`src/hdl/exu_pkg.sv`:
```
package exu_pkg;

    localparam int XLEN       = 64;
    localparam int NUM_LANES  = 4;   // 2 and 8 work as well
    localparam int LANE_IDX_W = $clog2(NUM_LANES);

    localparam logic [6:0] OP_IMM   = 7'b0010011;
    localparam logic [6:0] OP_IMM32 = 7'b0011011;
    localparam logic [6:0] OP       = 7'b0110011;
    localparam logic [6:0] OP32     = 7'b0111011;
    localparam logic [6:0] LUI      = 7'b0110111;
    localparam logic [6:0] AUIPC    = 7'b0010111;
    localparam logic [6:0] JAL      = 7'b1101111;
    localparam logic [6:0] JALR     = 7'b1100111;
    localparam logic [6:0] BRANCH   = 7'b1100011;
    localparam logic [6:0] LOAD     = 7'b0000011;
    localparam logic [6:0] STORE    = 7'b0100011;

    // bit positions inside the one-hot alu_op
    localparam int ALU_ADD  = 0;
    localparam int ALU_SUB  = 1;
    localparam int ALU_SLT  = 2;
    localparam int ALU_SLTU = 3;
    localparam int ALU_AND  = 4;
    localparam int ALU_OR   = 5;
    localparam int ALU_XOR  = 6;
    localparam int ALU_SLL  = 7;
    localparam int ALU_SRL  = 8;
    localparam int ALU_SRA  = 9;
    localparam int ALU_LUI  = 10;
    localparam int ALU_OPS  = 11;

    localparam int SRC1_RS1 = 0;
    localparam int SRC1_PC  = 1;

    localparam int SRC2_RS2  = 0;
    localparam int SRC2_IMMI = 1;
    localparam int SRC2_IMMU = 2;
    localparam int SRC2_FOUR = 3;
    localparam int SRC2_IMMS = 4;

    localparam int NPC_SEQ  = 0;
    localparam int NPC_JAL  = 1;
    localparam int NPC_JALR = 2;
    localparam int NPC_BEQ  = 3;
    localparam int NPC_BNE  = 4;
    localparam int NPC_BLT  = 5;   // blt and bltu
    localparam int NPC_BGE  = 6;   // bge and bgeu

    typedef struct packed {
        logic [XLEN-1:0] pc;
        logic [31:0]     inst;
        logic [XLEN-1:0] rs1_val;
        logic [XLEN-1:0] rs2_val;
    } exu_in_t;

    typedef struct packed {
        logic [ALU_OPS-1:0] alu_op;
        logic               rf_we;
        logic [1:0]         sel_alusrc1;
        logic [4:0]         sel_alusrc2;
        logic [6:0]         sel_nextpc;
        logic [2:0]         sel_rfres;   // unsigned load, signed load, alu
        logic               mem_ena;
        logic               mem_wen;
        logic [3:0]         mem_mask;    // byte, half, word, dword
        logic               inv;
        logic [1:0]         sel_alures;  // word, full
    } exu_ctrl_t;

    typedef struct packed {
        logic [XLEN-1:0] pc;
        logic [4:0]      rd;
        logic            rd_we;
        logic [XLEN-1:0] rd_val;
        logic [XLEN-1:0] next_pc;
        logic            mem_ena;
        logic            mem_wen;
        logic            mem_unsigned;
        logic [3:0]      mem_mask;
        logic [XLEN-1:0] mem_addr;
        logic [XLEN-1:0] mem_wdata;
        logic            inv;
    } exu_out_t;

    // round-robin step shared by dispatch and retire
    function automatic logic [LANE_IDX_W-1:0] next_lane(input logic [LANE_IDX_W-1:0] idx);
        if (idx == LANE_IDX_W'(NUM_LANES - 1)) begin
            return '0;
        end
        return idx + 1'b1;
    endfunction

endpackage
```
`src/hdl/exu_retire.sv`:
```
`timescale 1ns/1ps

module exu_retire import exu_pkg::*; (
    input  logic                 clk,
    input  logic                 rst_n,
    input  logic [NUM_LANES-1:0] lane_done,
    input  exu_out_t             lane_res [NUM_LANES],
    output logic [NUM_LANES-1:0] lane_release,
    output logic                 out_req,
    input  logic                 out_ack,
    output exu_out_t             out_pkt
);

    logic [LANE_IDX_W-1:0] ptr;
    logic                  fire;
    logic                  acked;

    // previous handshake must be fully closed
    assign fire  = lane_done[ptr] & ~out_req & ~out_ack;
    assign acked = out_req & out_ack;

    always_comb begin
        lane_release      = '0;
        lane_release[ptr] = acked;
    end

    always_ff @(posedge clk or negedge rst_n) begin
        if (!rst_n) begin
            out_req <= 1'b0;
            ptr     <= '0;
        end else begin
            if (fire) begin
                out_req <= 1'b1;
            end else if (acked) begin
                out_req <= 1'b0;
                ptr     <= next_lane(ptr);
            end
        end
    end

    // copy so the lane can be reused while out_pkt is held
    always_ff @(posedge clk) begin
        if (fire) begin
            out_pkt <= lane_res[ptr];
        end
    end

endmodule

```
`config.mk`:
```
export PLATFORM = sky130hd
export DESIGN_NAME = exu_retire
export DESIGN_NICKNAME = d
export VERILOG_FILES = /design/src/hdl/exu_pkg.sv /design/src/hdl/exu_retire.sv
export SDC_FILE = /design/constraint.sdc
export NUM_CORES = 1
export LEC_CHECK = 0
export BUFFER_PORTS_ARGS = -buffer_cell sky130_fd_sc_hd__buf_4
export CAP_MARGIN = 20
export CORE_AREA = 2 2 647 649
export CTS_CLUSTER_SIZE = 8
export DETAILED_ROUTE_END_ITERATION = 6
export DIE_AREA = 0 0 649 651
export GPL_ROUTABILITY_DRIVEN = 0
export SKIP_LAST_GASP = 1
export SYNTH_ARGS = -nofsm -noshare
export SYNTH_HDL_FRONTEND = slang
export SYNTH_SLANG_ARGS = --single-unit
```
`constraint.sdc`:
```
create_clock -name clk -period 35.2 [get_ports clk]
set_input_delay 5.28 -clock clk [delete_from_list [all_inputs] [get_ports clk]]
set_output_delay 5.28 -clock clk [all_outputs]
set_load 0.02 [all_outputs]
```
Yosys cells after proc, flatten, opt, wreduce, memory -nomap -nowiden
Cells that the tools add are included.
{"block": "word_totals", "regBits": 337, "in_bits": 1343, "word_cells": 44}
{"block": "op_classes", "n_addsub": 1, "magnitude_cmp": 3, "eq_ne": 1, "n_mux": 14, "bitwise_logic": 8, "n_reduce_logical": 3}
{"operator": "$bmux 334 s2", "n": 1}
{"operator": "$mux 334", "n": 2}
{"operator": "$mux 1", "n": 7}
{"operator": "$and 4x4->4", "n": 1}
{"operator": "$mux 2", "n": 2}
{"operator": "$and 1x1->1", "n": 3}
{"operator": "$ge 3x3->1 const B", "n": 1}
{"operator": "$lt 2x3->1 const B", "n": 1}
{"operator": "$not 1->1", "n": 3}
{"operator": "$not 2->3", "n": 1}
{"operator": "$add 2x1->2 const B", "n": 1}
{"operator": "$bmux 1 s2", "n": 1}
{"operator": "$demux 1 s2", "n": 1}
{"operator": "$eq 2x2->1 const B", "n": 1}
{"operator": "$ge 2x1->1 const B", "n": 1}
{"operator": "$reduce_and 2->1", "n": 1}
{"operator": "$reduce_bool 2->1", "n": 1}
{"operator": "$logic_and 1x1->1", "n": 1}

Longest topological paths before layout
{"block": "depth", "word_depth": 6, "ltp_mapped": 6}

Least setup slack after synthesis
OpenSTA, ideal clock, no wires.
{"block": "synth_path", "path_type": "input port to flip-flop", "start": "input out_ack", "end": "register out_pkt[0] (netlist name) (enable)", "setup_ns": 1.514, "arrival_ns": 29.382, "path_slack_ns": 4.304, "path_stages": 1, "n_path_buf": 0, "path_cell_list": "nor3b_1"}
{"block": "synth_between", "elab_chain_len": 2}
{"element": "start, declared", "line": "exu_retire.sv:10", "rtl": "input logic out_ack,"}
{"element": "$not 1->1", "line": "exu_retire.sv:19", "rtl": "assign fire = lane_done[ptr] & ~out_req & ~out_ack;"}
{"element": "$and 1x1->1", "line": "exu_retire.sv:19"}
{"element": "end signal, assigned", "line": "exu_retire.sv:44", "rtl": "out_pkt <= lane_res[ptr];"}
{"element": "end, declared", "line": "exu_retire.sv:11", "rtl": "output exu_out_t out_pkt"}
No other way between the ends.
A chain may end at the register's enable or synchronous reset.

Final worst setup path
{"block": "layout_path", "start": "input out_ack", "end": "output lane_release[0]"}
{"block": "layout_between", "elab_chain_len": 2}
{"element": "$and 1x1->1", "line": "exu_retire.sv:20", "rtl": "assign acked = out_req & out_ack;"}
{"element": "$and 4x4->4 (no line)"}
{"element": "end, declared", "line": "exu_retire.sv:8", "rtl": "output logic [NUM_LANES-1:0] lane_release,"}
No other way between the ends.

==> reports/qor.yml <==
run_status:
  status: "complete, no violations"
clocking:
  htreeDepth: 2
  cts_setup_buffers: 0
  post_cts_resized: 0
  cts_buffer_depth: 3
  clkLatencyLatePin_ns: 0.75
  cts_sinks: 337
  clk_pin_slew_ns: 0.05
  cts_buffers: 58
  cts_tree: "done"
  clock-root-buffer: "clkbuf_16"
  ctsHoldBuffers: 0
routing:
  wl_um: 373000
  via_count: 20800
  vias_per_cell: 2.58
  drt-initial-drc-count: 1863
  ant_nets: 0
  firstDrtPassIters: 5
  wire_per_inst_um: 46.2
  drc: 0
logic_synthesis:
  synth.distinct_cells: 17
  yosysTopAreaCell: "edfxtp_1"
  ys_seq_area_share_pct: 54.0
  synth_nets: 2110
  syn_area_mm2: 0.0187
  ys_warn_count: 0
  netlist_instances: 763
  synth_area_leaders: "edfxtp_1 (54%), mux4_2 (40%), buf_12 (3.7%)"
  syn_area_per_cell_um2: 24.5
  ys_ff_latch: 337
  yosysTopAreaCellShare_pct: 53.6
sta:
  tightest_slew_ns: 0.984
  setup_viol: 0
  rsz0062_at_grt: "false"
  fin_crit_sh_pct: 31.6
  hold_viol: 0
  clock-skew-final_ns: 0.0724
  slew_violations: 0
  period_needed_ns: 11.13
  max_freq_mhz: 89.8
  fin_hold_ws_ns: 0.803
  relSlewSlack_pct: 34.4
  setup_tns_ns: 0
  fin_ws_ns: 24.07
global_route:
  grt-ovfl-total: 0
  grt_pass1_wl_um: 416000
  grt_pass1_vias: 19200
  antenna_found_initial: 552
  track_usage_pct: 17.1
  grt_max_degree: 69
placed_design:
  dp_cells: 7888
  pre_cts_ws_ns: 24.06
  io_buffers: 1681
  placed_area_mm2: 0.0375
  hpwl_um: 351000
critical_path:
  path_buf_inv: 2
  path_max_fanout: 7
  worstPathCellList: "buf_4 -> and3_1 -> buf_4"
  timing.critical_path.mode_cell: "buf_4"
  arrival_ns: 5.85
  cp_slowest_cell: "and3_1"
  critPathTopFamily: "buffers and inverters"
  cp-end-kind: "output pin"
  worstSetupPathType: "input pin to output pin"
  slowest_delay_ns: 0.21
  worst_setup_path_start_kind: "input pin"
  required_ns: 29.92
pwr:
  power_density_mw_per_mm2: 67.0
  p_leak_nw: 14.4
  vdd_drop_max_mv: 0.0369
die:
  num_io_pins: 1682
  core.rowCount: 237
  die_y_um: 651
  die_area_mm2: 0.422
  initial_core_util_pct: 4.50
  core_area_mm2: 0.415
  die_w_um: 649
cells_and_area:
  n_fill_cell: 47700
  area_growth_pct: 111
  drive_above_1_share_pct: 85.4
  final_cells: 8079
  final_area_mm2: 0.0395
  final_nets: 3798
hold_path:
  hp-class: "flip-flop to flip-flop"
job:
  max-cap-violations: 0
report_power, final:
group / switching, mW / internal, mW
Combinational: 0.819 / 0.569
Sequential: 0.0526 / 0.624
Clock: 0.244 / 0.338
worst register-to-register path: cells and delay by family (launching register included):
kind | cells | cell delay (ns)
flops | 1 | 0.91
buf+inv | 5 | 3.39
simple gates | 1 | 0.23
mux | 1 | 0.32
through the flow:
stage | power [mW] | util (%)
after floorplan | 1.51 | -
after global placement | 2.10 | 9.02
after detailed placement | 2.11 | 9.02
after CTS | 2.72 | 9.45
after global routing | 2.77 | 9.48
final | 2.65 | 9.51
cell families after synthesis:
| family | synth area share (%) |
|---|---|
| compound gates | 0.0535 |
| fa+ha+maj | 0.268 |
| buf+inv | 4.98 |
| flops | 54.0 |
| mux | 40.5 |
| simple gates | 0.214 |
layout by cell type (no fill, tap or decap), types with 2 or more instances in the layout:
cell type   Yosys  routed
and3_1          4       4
buf_4           0    1702
bufinv_16       0       4
clkbuf_1        3      11
clkbuf_16       0      59
clkbuf_8        0       4
clkinv_1        0       5
clkinv_2        0       5
clkinv_4        0       2
clkinvlp_4      0       4
dfrtp_4         0       2
diode_2         0      96
edfxtp_1      334     334
ha_1            4       4
inv_1           2       2
mux2_2          2       2
mux4_2        334     334
flip-flops by register name, indices dropped and copies added, names as in the netlist:
register	flops
out_pkt	334
out_req	1
ptr	2
path summary, 6_finish.rpt:
| check | start | to | slack [ns] | cells past startpoint |
|---|---|---|---|---|
| max | out_ack | lane_release[0] | 24.07 | 3 |
| min | out_req$_DFFE_PN0P_ | out_req$_DFFE_PN0P_ | 0.80 | 1 |
| max reg2reg | ptr[1]$_DFFE_PN0P_ | out_pkt[52]$_DFFE_PP_ | 29.82 | 7 |
| min reg2reg | out_req$_DFFE_PN0P_ | out_req$_DFFE_PN0P_ | 0.80 | 1 |
| max in group asynchronous | rst_n | ptr[0]$_DFFE_PN0P_ | 30.74 | 1 |
| min in group asynchronous | rst_n | ptr[1]$_DFFE_PN0P_ | 4.35 | 1 |
per-layer routing:
metal	global-route usage [%]	up-vias	share of wire, %
met3	14.1	1109	18
met5	0	-	0.52
met1	15.7	10000	31
met4	4.09	292	3.5
met2	28.8	2302	47
li1	-	7122	-
synthesized netlist by cell type:
| cell type | count |
|---|---|
| inv_1 | 2 |
| buf_8 | 2 |
| mux4_2 | 334 |
| mux2_2 | 2 |
| nand2_1 | 1 |
| buf_12 | 35 |
| mux4_1 | 1 |
| nor2_1 | 1 |
| ha_1 | 4 |
| and3_1 | 4 |
| edfxtp_1 | 334 |
| dfrtp_1 | 3 |
| buf_2 | 34 |
| o21ba_2 | 1 |
| clkbuf_1 | 3 |
| buf_6 | 1 |
| nor3b_1 | 1 |
layout make-up:
type                       instances  area (µm²)  area share (%)
tap                             5497        6880            17.4
timing repair buffer            1703       12800            32.4
clock buffer                      74        1570            3.98
clock inverter                    21         220           0.557
antenna                           96         240           0.608
sequential                       337       10100            25.6
inverter                           2        7.51          0.0190
multi-input combinational        349        7680            19.4
Power figures use the tool's default switching activity.
