### src/hdl/exu_pkg.sv
package exu_pkg;

    localparam int XLEN       = 64;
    localparam int NUM_LANES  = 4;   // 2 and 8 work as well
    localparam int LANE_IDX_W = $clog2(NUM_LANES);

    localparam logic [6:0] OP_IMM   = 7'b0010011;
    localparam logic [6:0] OP_IMM32 = 7'b0011011;
    localparam logic [6:0] OP       = 7'b0110011;
    localparam logic [6:0] OP32     = 7'b0111011;
    localparam logic [6:0] LUI      = 7'b0110111;
    localparam logic [6:0] AUIPC    = 7'b0010111;
    localparam logic [6:0] JAL      = 7'b1101111;
    localparam logic [6:0] JALR     = 7'b1100111;
    localparam logic [6:0] BRANCH   = 7'b1100011;
    localparam logic [6:0] LOAD     = 7'b0000011;
    localparam logic [6:0] STORE    = 7'b0100011;

    // bit positions inside the one-hot alu_op
    localparam int ALU_ADD  = 0;
    localparam int ALU_SUB  = 1;
    localparam int ALU_SLT  = 2;
    localparam int ALU_SLTU = 3;
    localparam int ALU_AND  = 4;
    localparam int ALU_OR   = 5;
    localparam int ALU_XOR  = 6;
    localparam int ALU_SLL  = 7;
    localparam int ALU_SRL  = 8;
    localparam int ALU_SRA  = 9;
    localparam int ALU_LUI  = 10;
    localparam int ALU_OPS  = 11;

    localparam int SRC1_RS1 = 0;
    localparam int SRC1_PC  = 1;

    localparam int SRC2_RS2  = 0;
    localparam int SRC2_IMMI = 1;
    localparam int SRC2_IMMU = 2;
    localparam int SRC2_FOUR = 3;
    localparam int SRC2_IMMS = 4;

    localparam int NPC_SEQ  = 0;
    localparam int NPC_JAL  = 1;
    localparam int NPC_JALR = 2;
    localparam int NPC_BEQ  = 3;
    localparam int NPC_BNE  = 4;
    localparam int NPC_BLT  = 5;   // blt and bltu
    localparam int NPC_BGE  = 6;   // bge and bgeu

    typedef struct packed {
        logic [XLEN-1:0] pc;
        logic [31:0]     inst;
        logic [XLEN-1:0] rs1_val;
        logic [XLEN-1:0] rs2_val;
    } exu_in_t;

    typedef struct packed {
        logic [ALU_OPS-1:0] alu_op;
        logic               rf_we;
        logic [1:0]         sel_alusrc1;
        logic [4:0]         sel_alusrc2;
        logic [6:0]         sel_nextpc;
        logic [2:0]         sel_rfres;   // unsigned load, signed load, alu
        logic               mem_ena;
        logic               mem_wen;
        logic [3:0]         mem_mask;    // byte, half, word, dword
        logic               inv;
        logic [1:0]         sel_alures;  // word, full
    } exu_ctrl_t;

    typedef struct packed {
        logic [XLEN-1:0] pc;
        logic [4:0]      rd;
        logic            rd_we;
        logic [XLEN-1:0] rd_val;
        logic [XLEN-1:0] next_pc;
        logic            mem_ena;
        logic            mem_wen;
        logic            mem_unsigned;
        logic [3:0]      mem_mask;
        logic [XLEN-1:0] mem_addr;
        logic [XLEN-1:0] mem_wdata;
        logic            inv;
    } exu_out_t;

    // round-robin step shared by dispatch and retire
    function automatic logic [LANE_IDX_W-1:0] next_lane(input logic [LANE_IDX_W-1:0] idx);
        if (idx == LANE_IDX_W'(NUM_LANES - 1)) begin
            return '0;
        end
        return idx + 1'b1;
    endfunction

endpackage
### src/hdl/exu_lane.sv
`timescale 1ns/1ps

module exu_lane import exu_pkg::*; (
    input  logic     clk,
    input  logic     rst_n,
    input  logic     start,
    input  exu_in_t  pkt,
    input  logic     free,
    output logic     busy,
    output logic     done,
    output exu_out_t res
);

    exu_in_t         pkt_q;
    logic            pend;   // packet held, result not yet registered
    exu_ctrl_t       ctrl;
    logic [31:0]     inst;
    logic [XLEN-1:0] imm_i, imm_s, imm_u, imm_bj;
    logic [XLEN-1:0] src1, src2, alu_res;
    logic [XLEN-1:0] pc_plus4, jalr_sum, jump_tgt, next_pc;
    logic            lt, ltu, eq, less, taken;
    exu_out_t        res_d;

    assign inst = pkt_q.inst;

    exu_controlunit u_ctrl (
        .opcode (inst[6:0]),
        .funct3 (inst[14:12]),
        .funct7 (inst[31:25]),
        .ctrl   (ctrl)
    );

    assign imm_i  = {{52{inst[31]}}, inst[31:20]};
    assign imm_s  = {{52{inst[31]}}, inst[31:25], inst[11:7]};
    assign imm_u  = {{32{inst[31]}}, inst[31:12], 12'b0};
    assign imm_bj = ctrl.sel_nextpc[NPC_JAL]
                  ? {{43{inst[31]}}, inst[31], inst[19:12], inst[20], inst[30:21], 1'b0}
                  : {{51{inst[31]}}, inst[31], inst[7], inst[30:25], inst[11:8], 1'b0};

    assign src1 = ({XLEN{ctrl.sel_alusrc1[SRC1_PC]}}  & pkt_q.pc)
                | ({XLEN{ctrl.sel_alusrc1[SRC1_RS1]}} & pkt_q.rs1_val);
    assign src2 = ({XLEN{ctrl.sel_alusrc2[SRC2_RS2]}}  & pkt_q.rs2_val)
                | ({XLEN{ctrl.sel_alusrc2[SRC2_IMMI]}} & imm_i)
                | ({XLEN{ctrl.sel_alusrc2[SRC2_IMMU]}} & imm_u)
                | ({XLEN{ctrl.sel_alusrc2[SRC2_FOUR]}} & XLEN'(4))
                | ({XLEN{ctrl.sel_alusrc2[SRC2_IMMS]}} & imm_s);

    exu_alu u_alu (
        .alu_op (ctrl.alu_op),
        .word   (ctrl.sel_alures[1]),
        .src1   (src1),
        .src2   (src2),
        .res    (alu_res),
        .lt     (lt),
        .ltu    (ltu),
        .eq     (eq)
    );

    // unsigned branches are marked by the sltu op
    assign less  = ctrl.alu_op[ALU_SLTU] ? ltu : lt;
    assign taken = (ctrl.sel_nextpc[NPC_BEQ] & eq)
                 | (ctrl.sel_nextpc[NPC_BNE] & ~eq)
                 | (ctrl.sel_nextpc[NPC_BLT] & less)
                 | (ctrl.sel_nextpc[NPC_BGE] & ~less);

    assign pc_plus4 = pkt_q.pc + XLEN'(4);
    assign jalr_sum = pkt_q.rs1_val + imm_i;
    assign jump_tgt = pkt_q.pc + imm_bj;
    assign next_pc  = ctrl.sel_nextpc[NPC_JALR] ? {jalr_sum[XLEN-1:1], 1'b0}
                    : (ctrl.sel_nextpc[NPC_JAL] | taken) ? jump_tgt
                    : pc_plus4;

    always_comb begin
        res_d.pc           = pkt_q.pc;
        res_d.rd           = inst[11:7];
        res_d.rd_we        = ctrl.rf_we;
        res_d.rd_val       = ctrl.sel_rfres[0] ? alu_res : '0;   // link is pc + 4 from the alu
        res_d.next_pc      = next_pc;
        res_d.mem_ena      = ctrl.mem_ena;
        res_d.mem_wen      = ctrl.mem_wen;
        res_d.mem_unsigned = ctrl.sel_rfres[2];
        res_d.mem_mask     = ctrl.mem_mask;
        res_d.mem_addr     = ctrl.mem_ena ? alu_res : '0;
        res_d.mem_wdata    = ctrl.mem_ena ? pkt_q.rs2_val : '0;
        res_d.inv          = ctrl.inv;
    end

    always_ff @(posedge clk or negedge rst_n) begin
        if (!rst_n) begin
            busy <= 1'b0;
            pend <= 1'b0;
            done <= 1'b0;
        end else begin
            if (start) begin
                busy <= 1'b1;
                pend <= 1'b1;
            end else if (pend) begin
                pend <= 1'b0;
                done <= 1'b1;
            end
            if (free) begin
                busy <= 1'b0;
                done <= 1'b0;
            end
        end
    end

    always_ff @(posedge clk) begin
        if (start) begin
            pkt_q <= pkt;
        end
        if (pend) begin
            res <= res_d;
        end
    end

endmodule

### src/hdl/exu_controlunit.sv
`timescale 1ns/1ps

module exu_controlunit import exu_pkg::*; (
    input  logic [6:0] opcode,
    input  logic [2:0] funct3,
    input  logic [6:0] funct7,
    output exu_ctrl_t  ctrl
);

    logic op_imm, op_imm32, op_reg, op_reg32, op_branch, op_load, op_store;
    logic f7_zero, f7_alt;

    logic i_addi, i_sltiu, i_andi, i_srai, i_addiw;
    logic i_lui, i_auipc, i_jal, i_jalr;
    logic i_add, i_sub, i_and, i_or, i_xor, i_slt, i_sltu, i_sll, i_srl, i_sra, i_addw;
    logic i_beq, i_bne, i_blt, i_bge, i_bltu, i_bgeu;
    logic i_ld, i_lw, i_lh, i_lb, i_lwu, i_lhu, i_lbu;
    logic i_sd, i_sw, i_sh, i_sb;

    logic r_type, b_type, imm_alu, load, store, word_op, wb;

    assign op_imm    = (opcode == OP_IMM);
    assign op_imm32  = (opcode == OP_IMM32);
    assign op_reg    = (opcode == OP);
    assign op_reg32  = (opcode == OP32);
    assign op_branch = (opcode == BRANCH);
    assign op_load   = (opcode == LOAD);
    assign op_store  = (opcode == STORE);
    assign f7_zero   = (funct7 == 7'b0000000);
    assign f7_alt    = (funct7 == 7'b0100000);

    assign i_addi  = op_imm && (funct3 == 3'b000);
    assign i_sltiu = op_imm && (funct3 == 3'b011);
    assign i_andi  = op_imm && (funct3 == 3'b111);
    // funct7[0] is shamt[5] on rv64
    assign i_srai  = op_imm && (funct3 == 3'b101) && (funct7[6:1] == 6'b010000);
    assign i_addiw = op_imm32 && (funct3 == 3'b000);

    assign i_lui   = (opcode == LUI);
    assign i_auipc = (opcode == AUIPC);
    assign i_jal   = (opcode == JAL);
    assign i_jalr  = (opcode == JALR) && (funct3 == 3'b000);

    assign i_add  = op_reg && (funct3 == 3'b000) && f7_zero;
    assign i_sub  = op_reg && (funct3 == 3'b000) && f7_alt;
    assign i_sll  = op_reg && (funct3 == 3'b001) && f7_zero;
    assign i_slt  = op_reg && (funct3 == 3'b010) && f7_zero;
    assign i_sltu = op_reg && (funct3 == 3'b011) && f7_zero;
    assign i_xor  = op_reg && (funct3 == 3'b100) && f7_zero;
    assign i_srl  = op_reg && (funct3 == 3'b101) && f7_zero;
    assign i_sra  = op_reg && (funct3 == 3'b101) && f7_alt;
    assign i_or   = op_reg && (funct3 == 3'b110) && f7_zero;
    assign i_and  = op_reg && (funct3 == 3'b111) && f7_zero;
    assign i_addw = op_reg32 && (funct3 == 3'b000) && f7_zero;

    assign i_beq  = op_branch && (funct3 == 3'b000);
    assign i_bne  = op_branch && (funct3 == 3'b001);
    assign i_blt  = op_branch && (funct3 == 3'b100);
    assign i_bge  = op_branch && (funct3 == 3'b101);
    assign i_bltu = op_branch && (funct3 == 3'b110);
    assign i_bgeu = op_branch && (funct3 == 3'b111);

    assign i_lb  = op_load && (funct3 == 3'b000);
    assign i_lh  = op_load && (funct3 == 3'b001);
    assign i_lw  = op_load && (funct3 == 3'b010);
    assign i_ld  = op_load && (funct3 == 3'b011);
    assign i_lbu = op_load && (funct3 == 3'b100);
    assign i_lhu = op_load && (funct3 == 3'b101);
    assign i_lwu = op_load && (funct3 == 3'b110);

    assign i_sb = op_store && (funct3 == 3'b000);
    assign i_sh = op_store && (funct3 == 3'b001);
    assign i_sw = op_store && (funct3 == 3'b010);
    assign i_sd = op_store && (funct3 == 3'b011);

    assign r_type  = i_add | i_sub | i_and | i_or | i_xor | i_slt | i_sltu
                   | i_sll | i_srl | i_sra | i_addw;
    assign b_type  = i_beq | i_bne | i_blt | i_bge | i_bltu | i_bgeu;
    assign imm_alu = i_addi | i_sltiu | i_andi | i_srai | i_addiw;
    assign load    = i_ld | i_lw | i_lh | i_lb | i_lwu | i_lhu | i_lbu;
    assign store   = i_sd | i_sw | i_sh | i_sb;
    assign word_op = i_addw | i_addiw;
    assign wb      = imm_alu | r_type | i_lui | i_auipc | i_jal | i_jalr | load;

    assign ctrl.alu_op = {
        i_lui,
        i_sra | i_srai,
        i_srl,
        i_sll,
        i_xor,
        i_or,
        i_and | i_andi,
        i_sltu | i_sltiu | i_bltu | i_bgeu,
        i_slt | i_blt | i_bge,
        i_sub | i_beq | i_bne,
        i_add | i_addi | i_addw | i_addiw | i_auipc | i_jal | i_jalr | load | store
    };

    assign ctrl.rf_we       = wb;
    assign ctrl.sel_alusrc1 = {i_auipc | i_jal | i_jalr,
                               imm_alu | r_type | b_type | load | store};
    assign ctrl.sel_alusrc2 = {store,
                               i_jal | i_jalr,       // link is pc + 4
                               i_lui | i_auipc,
                               imm_alu | load,
                               r_type | b_type};
    assign ctrl.sel_nextpc  = {i_bge | i_bgeu,
                               i_blt | i_bltu,
                               i_bne,
                               i_beq,
                               i_jalr,
                               i_jal,
                               imm_alu | r_type | i_lui | i_auipc | load | store};
    assign ctrl.sel_rfres   = {i_lwu | i_lhu | i_lbu,
                               i_ld | i_lw | i_lh | i_lb,
                               wb & ~load};
    assign ctrl.mem_ena     = load | store;
    assign ctrl.mem_wen     = store;
    assign ctrl.mem_mask    = {i_lb | i_lbu | i_sb,
                               i_lh | i_lhu | i_sh,
                               i_lw | i_lwu | i_sw,
                               i_ld | i_sd};
    assign ctrl.inv         = ~(wb | b_type | store);
    assign ctrl.sel_alures  = {word_op, ~word_op};

endmodule

### src/hdl/exu_alu.sv
`timescale 1ns/1ps

module exu_alu import exu_pkg::*; (
    input  logic [ALU_OPS-1:0] alu_op,
    input  logic               word,
    input  logic [XLEN-1:0]    src1,
    input  logic [XLEN-1:0]    src2,
    output logic [XLEN-1:0]    res,
    output logic               lt,
    output logic               ltu,
    output logic               eq
);

    logic [XLEN-1:0] sum, diff, sll_res, srl_res, sra_res, raw;
    logic [XLEN-1:0] srl_src, sra_src;
    logic [5:0]      shamt;

    assign sum  = src1 + src2;
    assign diff = src1 - src2;

    assign lt  = $signed(src1) < $signed(src2);
    assign ltu = src1 < src2;
    assign eq  = (src1 == src2);

    // word shifts act on the low half only
    assign shamt   = word ? {1'b0, src2[4:0]} : src2[5:0];
    assign srl_src = word ? {32'b0, src1[31:0]} : src1;
    assign sra_src = word ? {{32{src1[31]}}, src1[31:0]} : src1;

    assign sll_res = src1 << shamt;
    assign srl_res = srl_src >> shamt;
    assign sra_res = $signed(sra_src) >>> shamt;

    always_comb begin
        raw = ({XLEN{alu_op[ALU_ADD]}}  & sum)
            | ({XLEN{alu_op[ALU_SUB]}}  & diff)
            | ({XLEN{alu_op[ALU_SLT]}}  & XLEN'(lt))
            | ({XLEN{alu_op[ALU_SLTU]}} & XLEN'(ltu))
            | ({XLEN{alu_op[ALU_AND]}}  & (src1 & src2))
            | ({XLEN{alu_op[ALU_OR]}}   & (src1 | src2))
            | ({XLEN{alu_op[ALU_XOR]}}  & (src1 ^ src2))
            | ({XLEN{alu_op[ALU_SLL]}}  & sll_res)
            | ({XLEN{alu_op[ALU_SRL]}}  & srl_res)
            | ({XLEN{alu_op[ALU_SRA]}}  & sra_res)
            | ({XLEN{alu_op[ALU_LUI]}}  & src2);   // immU passes straight through
    end

    assign res = word ? {{32{raw[31]}}, raw[31:0]} : raw;

endmodule

### config.mk
export PLATFORM = sky130hd
export DESIGN_NAME = exu_lane
export DESIGN_NICKNAME = d
export VERILOG_FILES = /design/src/hdl/exu_pkg.sv /design/src/hdl/exu_lane.sv /design/src/hdl/exu_controlunit.sv /design/src/hdl/exu_alu.sv
export SDC_FILE = /design/constraint.sdc
export NUM_CORES = 2
export LEC_CHECK = 0
export ABC_AREA = 1
export BUFFER_PORTS_ARGS = -buffer_cell sky130_fd_sc_hd__buf_2
export CAP_MARGIN = 25
export CORE_MARGIN = 1.5
export CORE_UTILIZATION = 30
export DETAILED_ROUTE_END_ITERATION = 12
export GPL_TIMING_DRIVEN = 0
export PLACE_DENSITY = 0.57
export SLEW_MARGIN = 5
export SYNTH_ARGS = -nofsm -noshare
export SYNTH_HDL_FRONTEND = slang
export SYNTH_SLANG_ARGS = --single-unit
### constraint.sdc
create_clock -name clk -period 15.2 [get_ports clk]
set_input_delay 0.76 -clock clk [delete_from_list [all_inputs] [get_ports clk]]
set_output_delay 0.76 -clock clk [all_outputs]
set_load 0.03 [all_outputs]
# Word level (Yosys, flattened, before mapping)

Index checks and enable logic that the tools add are counted.

Register bits: 561
Input bits: 228
Output and inout port bits: 336
Word-level logic and storage cells: 238

$add $sub $neg: 5
$lt $le $gt $ge: 2
Equality and inequality tests: 22
Shifts and indexed selects: 3
Multiplexer cells: 14
Bitwise operators: 123
Reductions and logical operators: 49

Operators with widths:

| operator              | count |
|---|---|
| $and 64x64->64        | 16 |
| $or 64x64->64         | 15 |
| $mux 64               | 5 |
| $add 64x64->64        | 3 |
| $and 64x1->64         | 2 |
| $lt 64x64->1          | 2 |
| $or 1x1->1            | 79 |
| $add 64x3->64 const B | 1 |
| $eq 64x64->1          | 1 |
| $or 64x3->64          | 1 |
| $shl 64x6->64         | 1 |
| $shr 64x6->64         | 1 |
| $sshr 64x6->64        | 1 |
| $sub 64x64->64        | 1 |
| $xor 64x64->64        | 1 |
| $logic_and 1x1->1     | 44 |
| $eq 7x6->1 const B    | 5 |
| $eq 7x5->1 const B    | 3 |
| $eq 7x7->1 const B    | 3 |
| $mux 20               | 1 |
| $eq 3x3->1 const B    | 4 |
| $eq 7x2->1 const B    | 1 |
| $logic_not 7->1       | 1 |
| $mux 1                | 7 |
| other kinds (10)      | 19 |

# Longest topological paths before layout

Depth in word-level cells: 32
Mapped depth: 38
Depth with buffers taken out: 34

# Cells and area by module

From an unflattened synthesis, not the netlist that was laid out.

Cells, all modules: 9783
Area total of the unflattened synthesis: 59792.3 um2

Modules (own cells, without submodules):

| module          | instances | cells an instance | area each (um2) | seq. area each (um2) |
|---|---|---|---|---|
| exu_lane        | 1         | 4319              | 33958.8         | 16831.1 |
| exu_alu         | 1         | 5310              | 25034.0         | 0.0 |
| exu_controlunit | 1         | 154               | 799.5           | 0.0 |

# Least setup slack after synthesis

No wires, ideal clock.

Path type: reg-to-reg
Start: register pend
End: register done
Library setup time: 98 ps
Arrival time: 7698 ps
Required time: 15102 ps
Slack: 7404 ps
Stages on the path, launching flop included: 3
Path buffers: 0
Period minus slack after synthesis: 7796 ps
Cell sequence: dfrtp_1 > a21oi_1 > nor2_1

Longest elaborated chain between the ends: 2

RTL lines:

| what                        | RTL line        | text |
|---|---|---|
| start: declaration          | exu_lane.sv:15  | `logic pend;` |
| start signal: assignment    | exu_lane.sv:91  | `pend <= 1'b0;` |
| start signal: assignment    | exu_lane.sv:96  | `pend <= 1'b1;` |
| start signal: assignment    | exu_lane.sv:98  | `pend <= 1'b0;` |
| $reduce_bool 2->1 (no line) | n/a             |  |
| $reduce_and 2->1 (no line)  | n/a             |  |
| end signal: assignment      | exu_lane.sv:92  | `done <= 1'b0;` |
| end signal: assignment      | exu_lane.sv:99  | `done <= 1'b1;` |
| end signal: assignment      | exu_lane.sv:103 | `done <= 1'b0;` |
| end: declaration            | exu_lane.sv:10  | `output logic done,` |

Every way passes these cells.
A chain may end at the register's enable or synchronous reset.

# Worst setup path in the final report

Start: register pkt_q, in the netlist inst[31]
End: register res[223] (netlist bit), data pin

Longest elaborated chain between the ends: 31
Elaborated cells between the ends (all ways): 99
Classes of those cells: add/sub: 2; eq/ne: 2; shift: 3; mux: 4; bitwise: 75; reduce/logical: 13

RTL lines:

| what                                                 | RTL line                                                              | text |
|---|---|---|
| start: declaration                                   | exu_lane.sv:14                                                        | `exu_in_t pkt_q;` |
| start signal: assignment                             | exu_lane.sv:110                                                       | `pkt_q <= pkt;` |
| $eq 7x6->1 / $logic_not 7->1 (equally long branches) | exu_controlunit.sv:30, exu_controlunit.sv:29                          |  |
| $logic_and 1x1->1, on equally long branches          | exu_controlunit.sv:45, exu_controlunit.sv:44                          |  |
| $or 1x1->1 (6 in series)                             | exu_controlunit.sv:76                                                 | `assign r_type = i_add \| i_sub \| i_and \| i_or \| i_xor \| i_slt \| i_sltu` |
| $or 1x1->1 (4 in series)                             | exu_controlunit.sv:77                                                 | `\| i_sll \| i_srl \| i_sra \| i_addw;` |
| $or 1x1->1, on equally long branches                 | exu_controlunit.sv:83, exu_controlunit.sv:101, exu_controlunit.sv:106 |  |
| $or 1x1->1 / $and 64x64->64 (equally long branches)  | exu_controlunit.sv:101, exu_lane.sv:42                                |  |
| $or 1x1->1 / $or 64x64->64 (equally long branches)   | exu_controlunit.sv:101, exu_lane.sv:43                                |  |
| $or 1x1->1 / $or 64x64->64 (equally long branches)   | exu_controlunit.sv:101, exu_lane.sv:44                                |  |
| (+7 left out)                                        | n/a                                                                   |  |
| $or 64x64->64                                        | exu_alu.sv:39                                                         | `\| ({XLEN{alu_op[ALU_AND]}} & (src1 & src2))` |
| $or 64x64->64                                        | exu_alu.sv:40                                                         | `\| ({XLEN{alu_op[ALU_OR]}} & (src1 \| src2))` |
| $or 64x64->64                                        | exu_alu.sv:41                                                         | `\| ({XLEN{alu_op[ALU_XOR]}} & (src1 ^ src2))` |
| $or 64x64->64                                        | exu_alu.sv:42                                                         | `\| ({XLEN{alu_op[ALU_SLL]}} & sll_res)` |
| $or 64x64->64                                        | exu_alu.sv:43                                                         | `\| ({XLEN{alu_op[ALU_SRL]}} & srl_res)` |
| $or 64x64->64                                        | exu_alu.sv:44                                                         | `\| ({XLEN{alu_op[ALU_SRA]}} & sra_res)` |
| $or 64x64->64                                        | exu_alu.sv:45                                                         | `\| ({XLEN{alu_op[ALU_LUI]}} & src2);` |
| $mux 64                                              | exu_alu.sv:48                                                         | `assign res = word ? {{32{raw[31]}}, raw[31:0]} : raw;` |
| end signal: assignment                               | exu_lane.sv:113                                                       | `res <= res_d;` |
| end: declaration                                     | exu_lane.sv:11                                                        | `output exu_out_t res` |

Several ways; a longest one is shown, not always the timed one.

==> qor.txt <==
Max Slew Vio Count - 0
Post-synth EDFFs - 558
Yosys top cell by area - edfxtp_1
Crit path kind - reg -> reg
Power per cell area - 82.7 nW/µm²
H-tree depth - 2
Routed wire length - 420000 µm
Final worst-path setup slack - 4830 ps
Yosys warning total - 0
Cts hold-fix bufs - 1
Clk_skew - 33.9 ps
VDD IR-drop max - 0.0988 mV
Routed Antenna Nets - 0
Fraction of registers with async set or reset after synthesis - 0.535%
Fillers - 19708
Vias in the first global route - 63302
DRC - 0
Post-synthesis adder-cell area fraction - 7.48%
Max cap viols - 0
XOR/XNOR share of the synthesized area - 2.39%
CTS Buffer Depth - 3
Avg Inst Size Synth - 6.76 µm²
# port buffers - 563
Synth area leaders - edfxtp_1, nand3_1, nand2_1
Final period util - 68.2%
Post-DR wirelength/cell - 37.7 µm
Top post-synthesis cells by count - nand2_1, nand3_1, inv_1, nor2_1, a21oi_1
Register area share after synthesis - 31.0%
Largest net degree at the start of global routing - 103
Clock sinks - 561
Mapped Area - 54300 µm²
Status - finished clean
Post-CTS resize count - 0
CP dominant cell by count - nand2_1
NumNets Final - 9292
Worst-path maximum fanout - 21
Slew of the pin with the lowest slew margin - 1240 ps
Final hold vios - 0
Dpl ws - 5390 ps
Most numerous cell in the Yosys netlist - nand2_1
Synth Area in Compound Gates - 16.4%
Endpoints failing setup - 0
Final core occ - 35.4%
CTS tree - done
Synth Area in Simple Gates - 33.3%
Placer Congestion - 1.13
Worst hold margin - 205 ps
Largest family of logic cells by synthesized area - simple AND/OR/NAND/NOR gates
Die X - 428 µm
Area fraction of the dominant cell type after synthesis - 30.9%
Leak Pwr - 28.7 nW
CTS buffer count - 61
Worst Hold Class - in -> reg
Slowest CP cell - clkbuf_1
Core area - 179000 µm²
Unrepaired setup endpoints after global routing - no
Mux cell area share after synthesis - 0.0207%
Vias/cell - 6.08
HPWL after detailed placement - 357000 µm
Gr ovfl total - 0
Layout cell share with drive strength beyond 1 - 11.3%
Initial DRC Count - 9608
Starting density of the core - 30.3%
Reg area - 16800 µm²
FP Rows - 155
Synth Flop Type - edfxtp_1
Final min period - 10370 ps
CTS clk-pin slew, worst paths - 70 ps
# IOs - 564
Mapped Cells - 8029
Critical Path AT - 10790 ps
Highest clock rate - 0.0964 GHz
Synth cell types - 64
Die H - 428 µm
Relative slew slack - 17.1%
Syn nets - 8579
Synth Register Bits - 561
Full die area - 183000 µm²
Post-CTS Setup Repair Bufs - 0
Setup TNS - 0 ps
Overall power - 5.24 mW
Layout area overhead - 16.6%
Tot GR Track Use - 43.9%
Initial antenna violation count - 30
DR vias - 67868
DRT Pass-1 Iters - 8
Clk root buf - clkbuf_16
Global-route wire length before repair - 552000 µm
CP Capture Type - flip-flop
Crit start category - flip-flop
Required time of the critical path - 15620 ps
Max stage delay on crit path - 960 ps
Multi-input gate area - 32300 µm²
Skew-Pair Late Insertion Delay - 730 ps
through the flow:
step	std cells	cell area, µm²
2_1_floorplan	8029	54300
3_3_place_gp	10947	60000
3_5_place_dp	11032	61300
4_1_cts	11146	63200
5_1_grt	11149	63300
6_report	11157	63300
sequential cells by signal, summed over array words and instances (netlist names):
name,flops
pkt_q,192
pend,1
inst,32
res,334
done,1
busy,1
where the power goes:
part           switching [mW]  total [mW]  internal (mW)
combinational            1.34        1.80          0.460
clock                   0.659        1.47          0.810
sequential              0.139        1.97           1.83
worst max-delay path: cells and delay by family (launching register included):
family          cells  cell delay [ps]
simple gates       15             2470
flops               1              510
compound gates      9             3240
buf+inv             9             3430
fa+ha+maj           1              360
metal layers:
layer	share of wire (%)	track usage, %	up-vias
li1	-	-	29012
met1	39	54.9	33251
met3	9.8	10.6	1102
met5	0.028	0	-
met4	9.0	32.5	20
met2	42	65.6	4483
worst paths after layout:
kind	from	endpoint	slack, ps	cells past startpoint
max	inst[31]	res[223]	4830	34
min	pkt[131]	inst[3]	200	1
max reg2reg	inst[31]	res[223]	4830	34
min reg2reg	done	done	490	2
max in group asynchronous	rst_n	pend	14700	2
min in group asynchronous	rst_n	pend	380	2
kinds of logic after synthesis:
| kind of cell | count (synthesis) |
|---|---|
| compound gates | 1559 |
| flops | 561 |
| xor+xnor | 148 |
| buf+inv | 1292 |
| fa+ha+maj | 322 |
| mux | 1 |
| simple gates | 4146 |
cell type report:
cell class	count	area share [%]
clock buffers	73	2.55
diodes	10	0.0395
clock inverters	40	0.538
well taps	2355	4.66
inverters	926	5.49
repair buffers	650	6.41
multi-input cells	6176	51.1
plain buffers	366	2.64
flip-flops and latches	561	26.6
placed cells by master (no fill, tap or decap), types with 41 or more instances in the layout:
master,netlist,routed
nor3_1,72,72
buf_1,57,55
edfxtp_1,558,558
nand3_1,1331,1331
o22ai_1,61,61
nand2_1,1749,1749
o21ai_0,399,398
clkbuf_1,157,164
inv_1,897,897
nand4_1,136,136
xor2_1,99,99
a31oi_1,77,76
xnor2_1,49,49
o21a_1,41,41
o211ai_1,74,74
ha_1,318,318
clkbuf_16,0,61
a21oi_1,681,681
buf_2,128,700
nor2_1,737,736
Note: power is estimated with default switching activity, not from simulation.
